`config.mk`:
```
export PLATFORM = sky130hd
export DESIGN_NAME = credit_guard_top
export DESIGN_NICKNAME = d
export VERILOG_FILES = /design/src/hw/hcnt_pkg.sv /design/src/hw/cnt_ctrl_if.sv /design/src/hw/credit_ctrl.sv /design/src/hw/hard_count_lane.sv /design/src/hw/count_check.sv /design/src/hw/credit_guard_top.sv
export VERILOG_INCLUDE_DIRS = /design/src /design/src/include
export SDC_FILE = /design/constraint.sdc
export NUM_CORES = 1
export LEC_CHECK = 0
export BUFFER_PORTS_ARGS = -buffer_cell sky130_fd_sc_hd__clkbuf_2
export CAP_MARGIN = 5
export CORE_UTILIZATION = 50
export CTS_BUF_LIST = sky130_fd_sc_hd__clkbuf_8
export CTS_CLUSTER_DIAMETER = 30
export CTS_CLUSTER_SIZE = 14
export DETAILED_ROUTE_END_ITERATION = 10
export GPL_TIMING_DRIVEN = 0
export PLACE_DENSITY = 0.69
export SLEW_MARGIN = 20
export SYNTH_ARGS = -nofsm -noshare
export SYNTH_HDL_FRONTEND = slang
export SYNTH_SLANG_ARGS = --single-unit
```
`constraint.sdc`:
```
create_clock -name clk_i -period 6.6 [get_ports clk_i]
set_input_delay 0.99 -clock clk_i [delete_from_list [all_inputs] [get_ports clk_i]]
set_output_delay 0.99 -clock clk_i [all_outputs]
set_load 0.02 [all_outputs]
```
`src/include/hcnt_settings.svh`:
```
//////////////////////////////////////////////////////////////////////
// Build-time settings for the hardened credit counter
// Any file that needs the credit width or the reset credit value
// includes this header and uses the macros directly
//////////////////////////////////////////////////////////////////////

`ifndef HCNT_SETTINGS_SVH
`define HCNT_SETTINGS_SVH

// Bit width of one credit count
// Both counter lanes and the checker sum are sized from this
`define CNT_WIDTH 8

// Primary lane value after reset and after a clear
// The secondary lane starts at the complement of this value
`define RESET_CREDITS 0

`endif

```
`src/hw/hcnt_pkg.sv`:
```
//////////////////////////////////////////////////////////////////////
// Shared types for the hardened credit counter
// Modules refer to these types by scoped name in their port lists
// and import the package in their body where they need it
//////////////////////////////////////////////////////////////////////

`include "hcnt_settings.svh"

package hcnt_pkg;

  //////////////////////////////////////////////////////////////////////
  // Vector types
  //////////////////////////////////////////////////////////////////////

  // One credit count as held by a counter lane
  typedef logic [`CNT_WIDTH-1:0] credit_t;

  // Amount by which a lane moves on one committed increment or decrement
  // It has the same width as a count so that a full-scale return fits
  typedef logic [`CNT_WIDTH-1:0] step_t;

  //////////////////////////////////////////////////////////////////////
  // Controller states
  //////////////////////////////////////////////////////////////////////

  // ST_UNINIT waits for an init from the link
  // ST_ACTIVE is the only state in which flits are granted
  // ST_FAULT is sticky and only a clear brings the controller back
  typedef enum logic [1:0] {
    ST_UNINIT = 2'b00,
    ST_ACTIVE = 2'b01,
    ST_FAULT  = 2'b10
  } ctrl_state_e;

endpackage

```
`src/hw/cnt_ctrl_if.sv`:
```
//////////////////////////////////////////////////////////////////////
// Command bundle from the credit controller to the counter lanes
// The controller drives it through the ctrl modport and every lane
// listens on the lane modport, so both lanes see the same command
//////////////////////////////////////////////////////////////////////

`timescale 1ns/1ps

interface cnt_ctrl_if;
  import hcnt_pkg::*;

  // Clear back to the reset credit value, highest priority
  logic    clr;
  // Load set_val, wins over increment and decrement
  logic    set;
  credit_t set_val;
  // Step the primary count up or down by step
  logic    incr;
  logic    decr;
  step_t   step;
  // Lanes only take the new value when this is high
  logic    commit;

  modport ctrl (
    output clr,
    output set,
    output set_val,
    output incr,
    output decr,
    output step,
    output commit
  );

  modport lane (
    input clr,
    input set,
    input set_val,
    input incr,
    input decr,
    input step,
    input commit
  );

endinterface

```
`src/hw/credit_ctrl.sv`:
```
//////////////////////////////////////////////////////////////////////
// Credit controller for the link transmitter
// Grants flits while credits are available, merges grants and credit
// returns into one net counter command per cycle and tracks the
// UNINIT, ACTIVE and FAULT states of the credit counter
//////////////////////////////////////////////////////////////////////

`timescale 1ns/1ps

module credit_ctrl (
  input  logic              clk_i,
  input  logic              rst_ni,
  input  logic              clr_i,
  input  logic              init_i,
  input  hcnt_pkg::credit_t init_credits_i,
  input  logic              tx_req_i,
  input  logic              ret_valid_i,
  input  hcnt_pkg::step_t   ret_cnt_i,
  input  hcnt_pkg::credit_t credits_i,
  input  logic              err_i,
  output logic              tx_grant_o,
  cnt_ctrl_if.ctrl          cmd
);
  import hcnt_pkg::*;

  ctrl_state_e state_q;
  ctrl_state_e state_d;
  // A return only counts when it carries at least one credit
  logic        ret_vld;

  //////////////////////////////////////////////////////////////////////
  // State machine
  //////////////////////////////////////////////////////////////////////

  // Clear always wins and the fault state is sticky until then
  always_comb begin
    state_d = state_q;
    if (clr_i) begin
      state_d = ST_UNINIT;
    end else if (err_i || (state_q == ST_FAULT)) begin
      state_d = ST_FAULT;
    end else if (init_i) begin
      state_d = ST_ACTIVE;
    end
  end

  always_ff @(posedge clk_i or negedge rst_ni) begin
    if (!rst_ni) begin
      state_q <= ST_UNINIT;
    end else begin
      state_q <= state_d;
    end
  end

  //////////////////////////////////////////////////////////////////////
  // Grant and counter command
  //////////////////////////////////////////////////////////////////////

  // The grant is combinational so the sender can go in the same cycle
  // An init in flight blocks it since the count is about to be replaced
  assign tx_grant_o = tx_req_i && (state_q == ST_ACTIVE) &&
                      (credits_i != '0) && !init_i;

  assign ret_vld = ret_valid_i && (ret_cnt_i != '0);

  // Only one action reaches the lanes per cycle
  // A grant together with a return collapses into a single increment
  always_comb begin
    cmd.clr     = 1'b0;
    cmd.set     = 1'b0;
    cmd.set_val = init_credits_i;
    cmd.incr    = 1'b0;
    cmd.decr    = 1'b0;
    cmd.step    = '0;
    if (clr_i) begin
      cmd.clr = 1'b1;
    end else if (init_i) begin
      cmd.set = 1'b1;
    end else if (tx_grant_o && ret_vld) begin
      // A return of exactly one cancels the grant and nothing moves
      if (ret_cnt_i != step_t'(1)) begin
        cmd.incr = 1'b1;
        cmd.step = ret_cnt_i - step_t'(1);
      end
    end else if (tx_grant_o) begin
      cmd.decr = 1'b1;
      cmd.step = step_t'(1);
    end else if (ret_vld) begin
      cmd.incr = 1'b1;
      cmd.step = ret_cnt_i;
    end
  end

  assign cmd.commit = cmd.clr | cmd.set | cmd.incr | cmd.decr;

  //////////////////////////////////////////////////////////////////////
  // Assertions
  //////////////////////////////////////////////////////////////////////

  // The count seen here comes back from the lanes through the checker
  a_no_grant_without_credit: assert property (
    @(posedge clk_i) disable iff (!rst_ni)
    tx_grant_o |-> (credits_i != '0) && (state_q == ST_ACTIVE)
  ) else $error("grant issued without credit or outside ST_ACTIVE");

  // A lone grant must cost exactly one credit on the next cycle
  a_grant_consumes_one: assert property (
    @(posedge clk_i) disable iff (!rst_ni)
    tx_grant_o && !clr_i && !ret_vld
    |=> (credits_i == $past(credits_i) - credit_t'(1)) || err_i
  ) else $error("grant did not consume exactly one credit");

endmodule

```
`src/hw/hard_count_lane.sv`:
```
//////////////////////////////////////////////////////////////////////
// One lane of the hardened credit counter
// With Invert clear it is the primary lane and counts credits up
// With Invert set it holds the complement and moves the other way
// Clear beats set, set beats a step, and nothing moves without commit
//////////////////////////////////////////////////////////////////////

`timescale 1ns/1ps

`include "hcnt_settings.svh"

module hard_count_lane #(
  parameter bit Invert = 1'b0
) (
  input  logic              clk_i,
  input  logic              rst_ni,
  cnt_ctrl_if.lane          cmd,
  output hcnt_pkg::credit_t cnt_o
);
  import hcnt_pkg::*;

  // Value after reset and after a clear, complemented for the down lane
  localparam credit_t ClrVal = Invert ? ~credit_t'(`RESET_CREDITS) :
                                        credit_t'(`RESET_CREDITS);

  logic                incr_en;
  logic                decr_en;
  credit_t             set_val;
  logic [`CNT_WIDTH:0] ext_cnt;
  logic                oflow;
  logic                uflow;
  credit_t             cnt_sat;
  logic                cnt_en;
  credit_t             cnt_d;
  credit_t             cnt_q;

  // The down lane sees increment and decrement swapped
  assign incr_en = Invert ? cmd.decr : cmd.incr;
  assign decr_en = Invert ? cmd.incr : cmd.decr;
  assign set_val = Invert ? ~cmd.set_val : cmd.set_val;

  //////////////////////////////////////////////////////////////////////
  // Step and saturation
  //////////////////////////////////////////////////////////////////////

  // One extra bit catches both the carry out and the borrow
  assign ext_cnt = decr_en ? {1'b0, cnt_q} - {1'b0, cmd.step} :
                   incr_en ? {1'b0, cnt_q} + {1'b0, cmd.step} :
                             {1'b0, cnt_q};

  assign oflow = incr_en && ext_cnt[`CNT_WIDTH];
  assign uflow = decr_en && ext_cnt[`CNT_WIDTH];

  // Clamp to the rails instead of wrapping around
  assign cnt_sat = uflow ? '0 :
                   oflow ? '1 : ext_cnt[`CNT_WIDTH-1:0];

  // Stand still when both directions are asked for at once
  // or when the count already sits on the rail it is heading to
  assign cnt_en = (incr_en ^ decr_en) &&
                  ((incr_en && !(&cnt_q)) || (decr_en && (cnt_q != '0)));

  assign cnt_d = cmd.clr ? ClrVal  :
                 cmd.set ? set_val :
                 cnt_en  ? cnt_sat : cnt_q;

  //////////////////////////////////////////////////////////////////////
  // Count register
  //////////////////////////////////////////////////////////////////////

  always_ff @(posedge clk_i or negedge rst_ni) begin
    if (!rst_ni) begin
      cnt_q <= ClrVal;
    end else if (cmd.commit) begin
      cnt_q <= cnt_d;
    end
  end

  assign cnt_o = cnt_q;

  //////////////////////////////////////////////////////////////////////
  // Assertions
  //////////////////////////////////////////////////////////////////////

  // Directions here are the lane's own after the swap
  a_incr_never_lowers: assert property (
    @(posedge clk_i) disable iff (!rst_ni)
    cmd.commit && incr_en && !decr_en && !cmd.clr && !cmd.set
    |=> cnt_q >= $past(cnt_q)
  ) else $error("committed increment lowered the lane value");

  a_decr_never_raises: assert property (
    @(posedge clk_i) disable iff (!rst_ni)
    cmd.commit && decr_en && !incr_en && !cmd.clr && !cmd.set
    |=> cnt_q <= $past(cnt_q)
  ) else $error("committed decrement raised the lane value");

endmodule

```
`src/hw/count_check.sv`:
```
//////////////////////////////////////////////////////////////////////
// Consistency check across the two counter lanes
// The primary and complement lanes must always add up to all ones
// Any other sum is flagged on err_o one cycle later
//////////////////////////////////////////////////////////////////////

`timescale 1ns/1ps

`include "hcnt_settings.svh"

module count_check (
  input  logic              clk_i,
  input  logic              rst_ni,
  input  hcnt_pkg::credit_t up_cnt_i,
  input  hcnt_pkg::credit_t dn_cnt_i,
  output hcnt_pkg::credit_t credits_o,
  output logic              err_o
);

  // Widened so that a carry out also counts as a mismatch
  logic [`CNT_WIDTH:0] sum;
  logic                err_d;
  logic                err_q;

  assign sum   = {1'b0, up_cnt_i} + {1'b0, dn_cnt_i};
  assign err_d = (sum != {1'b0, {`CNT_WIDTH{1'b1}}});

  // Error goes through a flop so downstream sees a clean level
  always_ff @(posedge clk_i or negedge rst_ni) begin
    if (!rst_ni) begin
      err_q <= 1'b0;
    end else begin
      err_q <= err_d;
    end
  end

  assign err_o = err_q;

  // The primary lane carries the credit count
  assign credits_o = up_cnt_i;

  //////////////////////////////////////////////////////////////////////
  // Assertions
  //////////////////////////////////////////////////////////////////////

  // Both lanes are driven by one command, so without a fault the sum holds
  a_no_lane_mismatch: assert property (
    @(posedge clk_i) disable iff (!rst_ni)
    !err_o
  ) else $error("lane sum left all ones");

endmodule

```
`src/hw/credit_guard_top.sv`:
```
//////////////////////////////////////////////////////////////////////
// Top level of the hardened credit counter for a link transmitter
// The controller commands two counter lanes in lockstep and the
// checker compares them, all behind plain link side ports
//////////////////////////////////////////////////////////////////////

`timescale 1ns/1ps

module credit_guard_top (
  input  logic              clk_i,
  input  logic              rst_ni,
  input  logic              clr_i,
  input  logic              init_i,
  input  hcnt_pkg::credit_t init_credits_i,
  input  logic              tx_req_i,
  input  logic              ret_valid_i,
  input  hcnt_pkg::step_t   ret_cnt_i,
  output logic              tx_grant_o,
  output hcnt_pkg::credit_t credits_o,
  output logic              err_o
);
  import hcnt_pkg::*;

  // Raw lane values before the checker
  credit_t up_cnt;
  credit_t dn_cnt;

  // One command bundle feeds both lanes
  cnt_ctrl_if cnt_cmd ();

  credit_ctrl u_ctrl (
    .clk_i          (clk_i),
    .rst_ni         (rst_ni),
    .clr_i          (clr_i),
    .init_i         (init_i),
    .init_credits_i (init_credits_i),
    .tx_req_i       (tx_req_i),
    .ret_valid_i    (ret_valid_i),
    .ret_cnt_i      (ret_cnt_i),
    .credits_i      (credits_o),
    .err_i          (err_o),
    .tx_grant_o     (tx_grant_o),
    .cmd            (cnt_cmd.ctrl)
  );

  // Primary lane counts credits directly
  hard_count_lane #(
    .Invert (1'b0)
  ) u_up_lane (
    .clk_i  (clk_i),
    .rst_ni (rst_ni),
    .cmd    (cnt_cmd.lane),
    .cnt_o  (up_cnt)
  );

  // Secondary lane holds the complement
  hard_count_lane #(
    .Invert (1'b1)
  ) u_dn_lane (
    .clk_i  (clk_i),
    .rst_ni (rst_ni),
    .cmd    (cnt_cmd.lane),
    .cnt_o  (dn_cnt)
  );

  count_check u_check (
    .clk_i     (clk_i),
    .rst_ni    (rst_ni),
    .up_cnt_i  (up_cnt),
    .dn_cnt_i  (dn_cnt),
    .credits_o (credits_o),
    .err_o     (err_o)
  );

endmodule

```
==> results of run 1 <==
==> layout make-up <==
| cell class | instances | area, um^2 |
|---|---|---|
| Clock buffer | 3 | 41.3 |
| Timing Repair Buffer | 30 | 150 |
| Inverter | 31 | 116 |
| Buffer | 18 | 78.8 |
| Fill cell | 585 | 2570 |
| Clock inverter | 1 | 5.00 |
| Tap cell | 75 | 93.8 |
| Multi-Input combinational cell | 340 | 2480 |
| Sequential cell | 19 | 485 |
==> registers in the layout, indices dropped and copies added (netlist names) <==
name / cells
u_ctrl.state_q: 2
u_dn_lane.cnt_o: 8
u_check.err_o: 1
u_up_lane.cnt_o: 8
==> worst max-delay path, cell delays in order <==
cell and delay, ns:
clkbuf_2 0.11, inv_1 0.08, ha_1 0.13, or3b_2 0.45, a2111oi_0 0.66, nor2_2 0.24
clkinv_1 0.26, clkbuf_1 0.52, a311o_1 0.31, inv_1 0.09, ha_1 0.25, nor3b_1 0.18
nor2_1 0.11, o41ai_1 0.09, o311ai_1 0.80, o221ai_1 0.31, a221oi_1 0.46, a21oi_1 0.13
==> cell families after synthesis <==
family / after synthesis
AO/OA/AOI/OAI: 142
XOR/XNOR: 7
adder cells (fa/ha/maj): 50
buffers and inverters: 49
flip-flops: 19
multiplexers: 4
AND/OR/NAND/NOR: 137
==> synth_stat cells (4+ instances only) <==
cell,number
inv_1,28
o21bai_1,8
nor2_1,33
nand2b_1,9
a41oi_1,4
a22oi_1,4
mux2_2,4
a21oi_1,29
nand3_1,5
or3_1,6
nand4_1,5
a221oi_1,7
fa_1,5
o211ai_1,5
xnor2_1,4
dfstp_2,8
nor4_1,9
nor3_1,13
ha_1,45
clkbuf_1,13
o21ai_0,25
dfrtp_1,11
nor2b_1,10
o221ai_1,7
o41ai_1,4
a31oi_1,6
nand2_1,29
==> how the worst min path moves through the flow <==
stage,from,slack (ns),end
4_1_cts,u_check.err_o,0.47,u_ctrl.state_q[0]
3_5_place_dp,u_check.err_o,0.46,u_ctrl.state_q[0]
6_report,u_check.err_o,0.47,u_ctrl.state_q[0]
3_3_place_gp,u_check.err_o,0.45,u_ctrl.state_q[0]
2_1_floorplan,u_ctrl.state_q[1],0.50,u_ctrl.state_q[1]
5_1_grt,u_check.err_o,0.50,u_ctrl.state_q[0]
==> metal layers <==
layer | track usage [%] | wire length, um | vias to the layer above
li1 | - | - | 1618
met1 | 43.3 | 4630 | 1623
met2 | 50.3 | 4600 | 157
met3 | 4.33 | 581 | 29
met4 | 10.9 | 337 | 0
met5 | 0 | 0 | -
==> power breakdown <==
part	leakage (nW)	switching, W	internal (W)
Sequential	0.225	0.0000346	0.000136
Clock	0.0255	0.0000390	0.0000419
Combinational	1.23	0.000159	0.000111
==> stage by stage <==
step,util (%),setup WS [ns],hold slack [ns],cell area [um^2]
4_1_cts,57.4,0.746,0.473,3460
3_5_place_dp,56.6,0.499,0.462,3410
2_1_floorplan,-,1.75,0.497,3170
3_3_place_gp,56.6,0.432,0.455,3410
6_report,57.4,0.584,0.470,3460
5_1_grt,57.4,0.337,0.500,3460
==> flow_summary.json, run 1 <==
{
  "vdd_ir_drop_max_mv": 0.149,
  "r2r-end": "u_dn_lane.cnt_o[5]",
  "r2r_start": "u_up_lane.cnt_o[5]",
  "final_cell_mix": "ha_1 (45), nor2_1 (33), clkbuf_2 (30)",
  "p_leak_nw": 1.48,
  "synth_top_area_share_pct": 17.8,
  "rsz0062_at_grt": "no",
  "synth_edf_count": 0,
  "worstPathMaxFanout": 10,
  "finalCriticalPeriod_ns": 6.02,
  "max_freq_mhz": 166,
  "drt-initial-drc-count": 324,
  "antenna_found_initial": 0,
  "yosys.area_share.simple_pct": 22.5,
  "crit_start": "ret_cnt_i[1]",
  "die-area_um2": 6650,
  "numPortBuffers": 30,
  "total_power_w": 0.000521,
  "synth-xor-area-share_pct": 1.94,
  "whs_path_depth": 1,
  "cts_buffers": 3,
  "drv_cap": 0,
  "yosys_warnings": 0,
  "cts_resized": 0,
  "syn_area_um2": 3170,
  "grt_pass1_wl_um": 15700,
  "htreeDepth": 1,
  "dp.final_hpwl_um": 8000,
  "viasPerCell": 6.63,
  "clock_path_buffers": 2,
  "grt_max_degree": 20,
  "powerDensity_nw_per_um2": 151,
  "first_pass_iters": 5,
  "synthAdderAreaFrac_pct": 20.9,
  "muxShareOfSynthArea_pct": 1.42,
  "critical_path_class": "in -> reg",
  "r2r_cells": 18,
  "wl_per_cell_um": 19.6,
  "placed_cells": 513,
  "arrival_ns": 6.19,
  "cts_tree": "done",
  "period_share_pct": 91.2,
  "ys_seq_elements": 19,
  "synth_compound_gate_area_share_pct": 31.7,
  "drt_wl_total_um": 10100,
  "fin_cells": 517,
  "start_util_pct": 52.5,
  "seq_area_frac_synth_pct": 15.3,
  "maxSlewHeadroom_pct": 35.4,
  "fin_skew_ns": 0.000731,
  "grt-ovfl-total": 0,
  "fp.dieH_um": 81.6,
  "clkSinkCount": 19,
  "fin_setup_tns_ns": 0,
  "final_max_slew_viol_count": 0,
  "avgSynthCellArea_um2": 7.76,
  "endpoint": "u_dn_lane.cnt_o[1]",
  "synth_area_leader_cell": "ha_1",
  "grt_pass1_vias": 3161,
  "root_buffer": "clkbuf_8",
  "cts_hold_buf": 0,
  "end_kind": "register",
  "drive_gt1_share_pct": 13.8,
  "synth_cell_types": 70,
  "cp-start-kind": "input port",
  "status": "completed",
  "cts_setup_buffers": 0,
  "place_congestion": 0.957,
  "synth_flop_cell": "dfrtp_1",
  "syn2layout_area_growth_pct": 9.17,
  "clk_pin_slew_ns": 0.07,
  "nets": 515,
  "drc_errors": 0,
  "async_reset_ff_share_pct": 100,
  "grt_usage_pct": 31.5,
  "worst-slew-pin-transition_ns": 0.955,
  "core_um2": 6030,
  "synth_top_family_by_area": "compound AO/OA/AOI/OAI gates",
  "hp-class": "reg -> reg",
  "syn_nets": 480,
  "num_rows": 28,
  "finalHoldViolations": 0,
  "syn_inst": 408,
  "drtAntennaViolNets": 0,
  "n_antenna_cell": 0,
  "route.vias.total": 3427,
  "crit_required_ns": 6.77,
  "yosys-top-cells-area": "ha_1 (18%), dfrtp_1 (8.7%), dfstp_2 (6.6%), a21oi_1 (4.6%), o21ai_0 (4.0%)",
  "ios": 32,
  "mostFrequentLayoutCell": "ha_1",
  "clk_latency_ns": 0.25,
  "dieWidth_um": 81.6,
  "setup_viol": 0,
  "reg2reg_slack_ns": 0.93
}
No activity file was read; power rests on OpenSTA's default activity.
==> run 2: changes to the inputs <==
--- a/config.mk
+++ b/config.mk
@@ -14,7 +14,7 @@
 export CTS_CLUSTER_SIZE = 14
 export DETAILED_ROUTE_END_ITERATION = 10
 export GPL_TIMING_DRIVEN = 0
-export PLACE_DENSITY = 0.69
+export PLACE_DENSITY_LB_ADDON = 0.12
 export SLEW_MARGIN = 20
 export SYNTH_ARGS = -nofsm -noshare
 export SYNTH_HDL_FRONTEND = slang
==> run 2 against run 1 <==
  * Global-route usage barely moved
  * First-iteration DRC count is 12% higher
  * Die area did not move
  * Via count hardly changed
  * Critical path depth is the same
  * Critical endpoint is now u_dn_lane.cnt_o[7]
  * Largest power group unchanged
==> flow_summary.json, run 2 (same netlist as run 1, synthesis figures left out) <==
{
  "placed_cells": 513,
  "fin_skew_ns": 0.00352,
  "grt_usage_pct": 31.5,
  "place_ws_ns": 0.415,
  "grt_max_degree": 20,
  "grt_pass1_vias": 3147,
  "final_cell_mix": "ha_1 (45), nor2_1 (33), clkbuf_2 (30)",
  "cts_buffers": 3,
  "arrival_ns": 6.17,
  "rsz0062_at_grt": "no",
  "finalHoldViolations": 0,
  "vdd_ir_drop_max_mv": 0.157,
  "wl_per_cell_um": 19.9,
  "final_max_slew_viol_count": 0,
  "cts_hold_buf": 0,
  "cts_setup_buffers": 0,
  "met3_length_um": 631,
  "drt-initial-drc-count": 362,
  "total_power_w": 0.000522,
  "antenna_found_initial": 0,
  "dp.final_hpwl_um": 7980,
  "start_util_pct": 52.5,
  "status": "completed",
  "grt_pass1_wl_um": 15600,
  "die-area_um2": 6650,
  "root_buffer": "clkbuf_8",
  "core_um2": 6030,
  "powerDensity_nw_per_um2": 151,
  "top_layer_used": "met4",
  "numPortBuffers": 30,
  "drt-met1-wl_um": 4620,
  "route.vias.total": 3424,
  "syn2layout_area_growth_pct": 9.17,
  "setup_slack_ns": 0.618,
  "first_pass_iters": 5,
  "maxSlewHeadroom_pct": 31.8,
  "drtAntennaViolNets": 0,
  "critical_path_class": "in -> reg",
  "fin_cells": 517,
  "nets": 515,
  "max_freq_mhz": 167,
  "setup_viol": 0,
  "cts_resized": 0,
  "crit_required_ns": 6.79,
  "wl_met2_um": 4650,
  "worstPathMaxFanout": 10,
  "mostFrequentLayoutCell": "ha_1",
  "cp-start-kind": "input port",
  "drt_wl_total_um": 10300,
  "drive_gt1_share_pct": 13.8,
  "fp.dieH_um": 81.6,
  "num_rows": 28,
  "ios": 32,
  "clkSinkCount": 19,
  "place_congestion": 0.933,
  "cts_tree": "done",
  "grt-ovfl-total": 0,
  "clk_pin_slew_ns": 0.07,
  "end_kind": "register",
  "clock_path_buffers": 2,
  "holdWs_ns": 0.463,
  "hp-class": "reg -> reg",
  "clk_latency_ns": 0.26,
  "worst-slew-pin-transition_ns": 1.01,
  "dieWidth_um": 81.6,
  "viasPerCell": 6.62,
  "htreeDepth": 1,
  "drv_cap": 0,
  "period_share_pct": 90.6,
  "fin_setup_tns_ns": 0,
  "n_antenna_cell": 0,
  "p_leak_nw": 1.48,
  "drc_errors": 0,
  "finalCriticalPeriod_ns": 5.98
}
## run 2: cell counts in the layout (fill, tap and decap cells not counted)
Identical to the previous run, type by type.
## run 2: cell type report
cell class                 instances  area (um^2)
multi-input combinational        340         2480
inverter                          31          116
fill                             588         2570
clock inverter                     1         5.00
tap                               75         93.8
sequential                        19          485
clock buffer                       3         41.3
timing repair buffer              30          150
buffer                            18         78.8
## run 2: worst paths after layout
| check | start | to | slack, ns | depth (start not counted) |
|---|---|---|---|---|
| min | u_check.err_o | u_ctrl.state_q[0] | 0.46 | 1 |
| max | ret_cnt_i[1] | u_dn_lane.cnt_o[7] | 0.62 | 18 |
| min in group asynchronous | rst_ni | u_check.err_o | 0.67 | 1 |
| max reg2reg | u_up_lane.cnt_o[1] | u_dn_lane.cnt_o[3] | 0.95 | 17 |
| max in group asynchronous | rst_ni | u_dn_lane.cnt_o[7] | 5.57 | 1 |
| min reg2reg | u_check.err_o | u_ctrl.state_q[0] | 0.46 | 1 |
## run 2: power by group
group          switching (W)   total, W  internal (W)  leakage (nW)
Combinational       0.000160   0.000271      0.000111          1.23
Clock              0.0000387  0.0000807     0.0000420        0.0255
Sequential         0.0000347   0.000170      0.000136         0.225
## run 2: through the flow
step | cell area [um^2] | util [%]
CTS | 3460 | 57.4
floorplan | 3170 | -
global route | 3460 | 57.4
global placement | 3410 | 56.6
detailed placement | 3410 | 56.6
finish | 3460 | 57.4
## run 2: layer usage
layer / up-vias / GRT usage (%)
met1: 1635 / 42.1
met2: 151 / 52.2
met3: 27 / 3.44
met5: - / 0
met4: 0 / 11.2
li1: 1611 / -
## run 2: worst max-delay path: stages
cell       delay, ns
clkbuf_2        0.11
inv_1           0.08
ha_1            0.13
or3b_2          0.45
a2111oi_0       0.63
nor2_2          0.22
clkinv_1        0.24
clkbuf_1        0.51
a311o_1         0.31
inv_1           0.09
ha_1            0.24
nor3b_1         0.17
nor2_1          0.11
o41ai_1         0.08
o311ai_1        0.84
nor2b_1         0.38
o311ai_0        0.26
mux2_2          0.33
==> run 3: changes to the inputs <==
--- a/config.mk
+++ b/config.mk
@@ -8,6 +8,7 @@
 export LEC_CHECK = 0
 export BUFFER_PORTS_ARGS = -buffer_cell sky130_fd_sc_hd__clkbuf_2
 export CAP_MARGIN = 5
+export CORE_ASPECT_RATIO = 1.75
 export CORE_UTILIZATION = 50
 export CTS_BUF_LIST = sky130_fd_sc_hd__clkbuf_8
 export CTS_CLUSTER_DIAMETER = 30
==> run 3 against run 2 <==
  * Largest cell class unchanged
  * Cell count is 0.97% higher
  * Sequential power hardly changed
  * Hold slack better by 0.012 ns
  * Die area is 0.18% higher
  * Global-route usage is 1.3 points higher
  * Wire length is 4.2% higher
  * Count of clock-buffer cells in the layout stayed put
  * Worst setup slack better by 0.031 ns
  * Core utilization is 0.92 points lower
  * Non-clock buffer count stayed put
  * Critical path depth is 1 lower
==> flow_summary.json, run 3 (same netlist as run 1, synthesis figures left out) <==
{
  "mostFrequentLayoutCell": "ha_1",
  "grt-ovfl-total": 0,
  "grt_pass1_vias": 3287,
  "multi_input_area_um2": 2480,
  "vdd_ir_drop_max_mv": 0.155,
  "worst-slew-pin-transition_ns": 0.881,
  "route.vias.total": 3491,
  "dieWidth_um": 62.1,
  "antenna_found_initial": 0,
  "finalHoldViolations": 0,
  "crit_required_ns": 6.79,
  "status": "completed",
  "clock_path_buffers": 2,
  "cp-start-kind": "input port",
  "finalCriticalPeriod_ns": 5.95,
  "ff_latch_area_um2": 485,
  "nets": 515,
  "final_cell_mix": "ha_1 (45), nor2_1 (33), clkbuf_2 (30)",
  "drc_errors": 0,
  "drv_cap": 0,
  "period_share_pct": 90.2,
  "powerDensity_nw_per_um2": 152,
  "hp-class": "reg -> reg",
  "clk_pin_slew_ns": 0.07,
  "die-area_um2": 6670,
  "drive_gt1_share_pct": 13.6,
  "p_leak_nw": 1.48,
  "maxSlewHeadroom_pct": 40.3,
  "wl_per_cell_um": 20.5,
  "clk_latency_ns": 0.27,
  "core_um2": 6130,
  "drtAntennaViolNets": 0,
  "ios": 32,
  "clkSinkCount": 19,
  "htreeDepth": 1,
  "fin_setup_tns_ns": 0,
  "setup_slack_ns": 0.648,
  "numPortBuffers": 30,
  "rsz0062_at_grt": "no",
  "root_buffer": "clkbuf_8",
  "critical_path_class": "in -> reg",
  "cts_buffers": 3,
  "fin_cells": 522,
  "n_antenna_cell": 0,
  "fin_skew_ns": 0.00145,
  "final_util_pct": 56.4,
  "n_fill_cell": 594,
  "grt_pass1_wl_um": 16500,
  "setup_viol": 0,
  "reg2reg_slack_ns": 0.88,
  "placed_cells": 518,
  "viasPerCell": 6.69,
  "cts_resized": 0,
  "final_max_slew_viol_count": 0,
  "place_ws_ns": 0.480,
  "worstPathMaxFanout": 10,
  "drt-initial-drc-count": 203,
  "cts_tree": "done",
  "first_pass_iters": 5,
  "max_freq_mhz": 168,
  "num_rows": 38,
  "start_util_pct": 51.6,
  "grt_max_degree": 20,
  "cts_setup_buffers": 0,
  "grt_usage_pct": 32.8,
  "syn2layout_area_growth_pct": 9.33,
  "place_congestion": 1.04,
  "drt_wl_total_um": 10700,
  "end_kind": "register",
  "fp.dieH_um": 107,
  "dp.final_hpwl_um": 8400,
  "cts_hold_buf": 0,
  "arrival_ns": 6.14
}
-- run 3: changes by cell type in the layout (fill, tap and decap cells not counted) --
cell	before	now
clkinv_2	1	0
inv_1	28	29
-- run 3: critical path, cell delays in order --
cell	delay [ns]
clkbuf_2	0.11
inv_1	0.08
ha_1	0.15
or3b_2	0.47
a2111oi_0	0.59
nor2_2	0.22
clkinv_1	0.26
clkbuf_1	0.51
a311o_1	0.35
ha_1	0.29
clkbuf_1	0.22
o41ai_1	0.48
o311ai_1	0.31
a22oi_1	0.51
clkbuf_1	0.36
nor2_1	0.08
a31oi_1	0.18
-- run 3: path summary, 6_finish.rpt --
check,startpoint,endpoint,depth (start not counted)
max in group asynchronous,rst_ni,u_dn_lane.cnt_o[3],1
setup reg to reg,u_up_lane.cnt_o[1],u_dn_lane.cnt_o[4],18
hold / removal,u_check.err_o,u_ctrl.state_q[0],1
hold reg to reg,u_check.err_o,u_ctrl.state_q[0],1
min in group asynchronous,rst_ni,u_up_lane.cnt_o[1],1
setup / recovery,ret_cnt_i[1],u_dn_lane.cnt_o[4],17
-- run 3: metal layers --
metal | track usage [%] | part of all wire [%]
met5 | 0 | 0
met2 | 59.7 | 50
met1 | 34.6 | 37
met4 | 24.4 | 7.1
met3 | 3.07 | 6.0
-- run 3: power breakdown --
group / switching (W) / leakage [nW] / internal, W
logic: 0.000160 / 1.23 / 0.000111
clock network: 0.0000419 / 0.0269 / 0.0000416
registers: 0.0000353 / 0.225 / 0.000136
-- run 3: final cells by class --
cell class,count,share of cell area [%]
multi-input combinational,340,71.8
sequential,19,14.0
timing repair buffer,30,4.34
inverter,31,3.36
tap,80,2.89
buffer,18,2.28
clock buffer,3,1.19
clock inverter,1,0.108
-- run 3: through the flow --
stage / hold slack (ns) / total power [W] / area, um^2
after CTS: 0.491 / 0.000522 / 3460
after detailed placement: 0.479 / 0.000436 / 3420
after floorplan: 0.497 / 0.000355 / 3170
final: 0.475 / 0.000525 / 3460
after global placement: 0.475 / 0.000430 / 3420
after global routing: 0.508 / 0.000560 / 3460
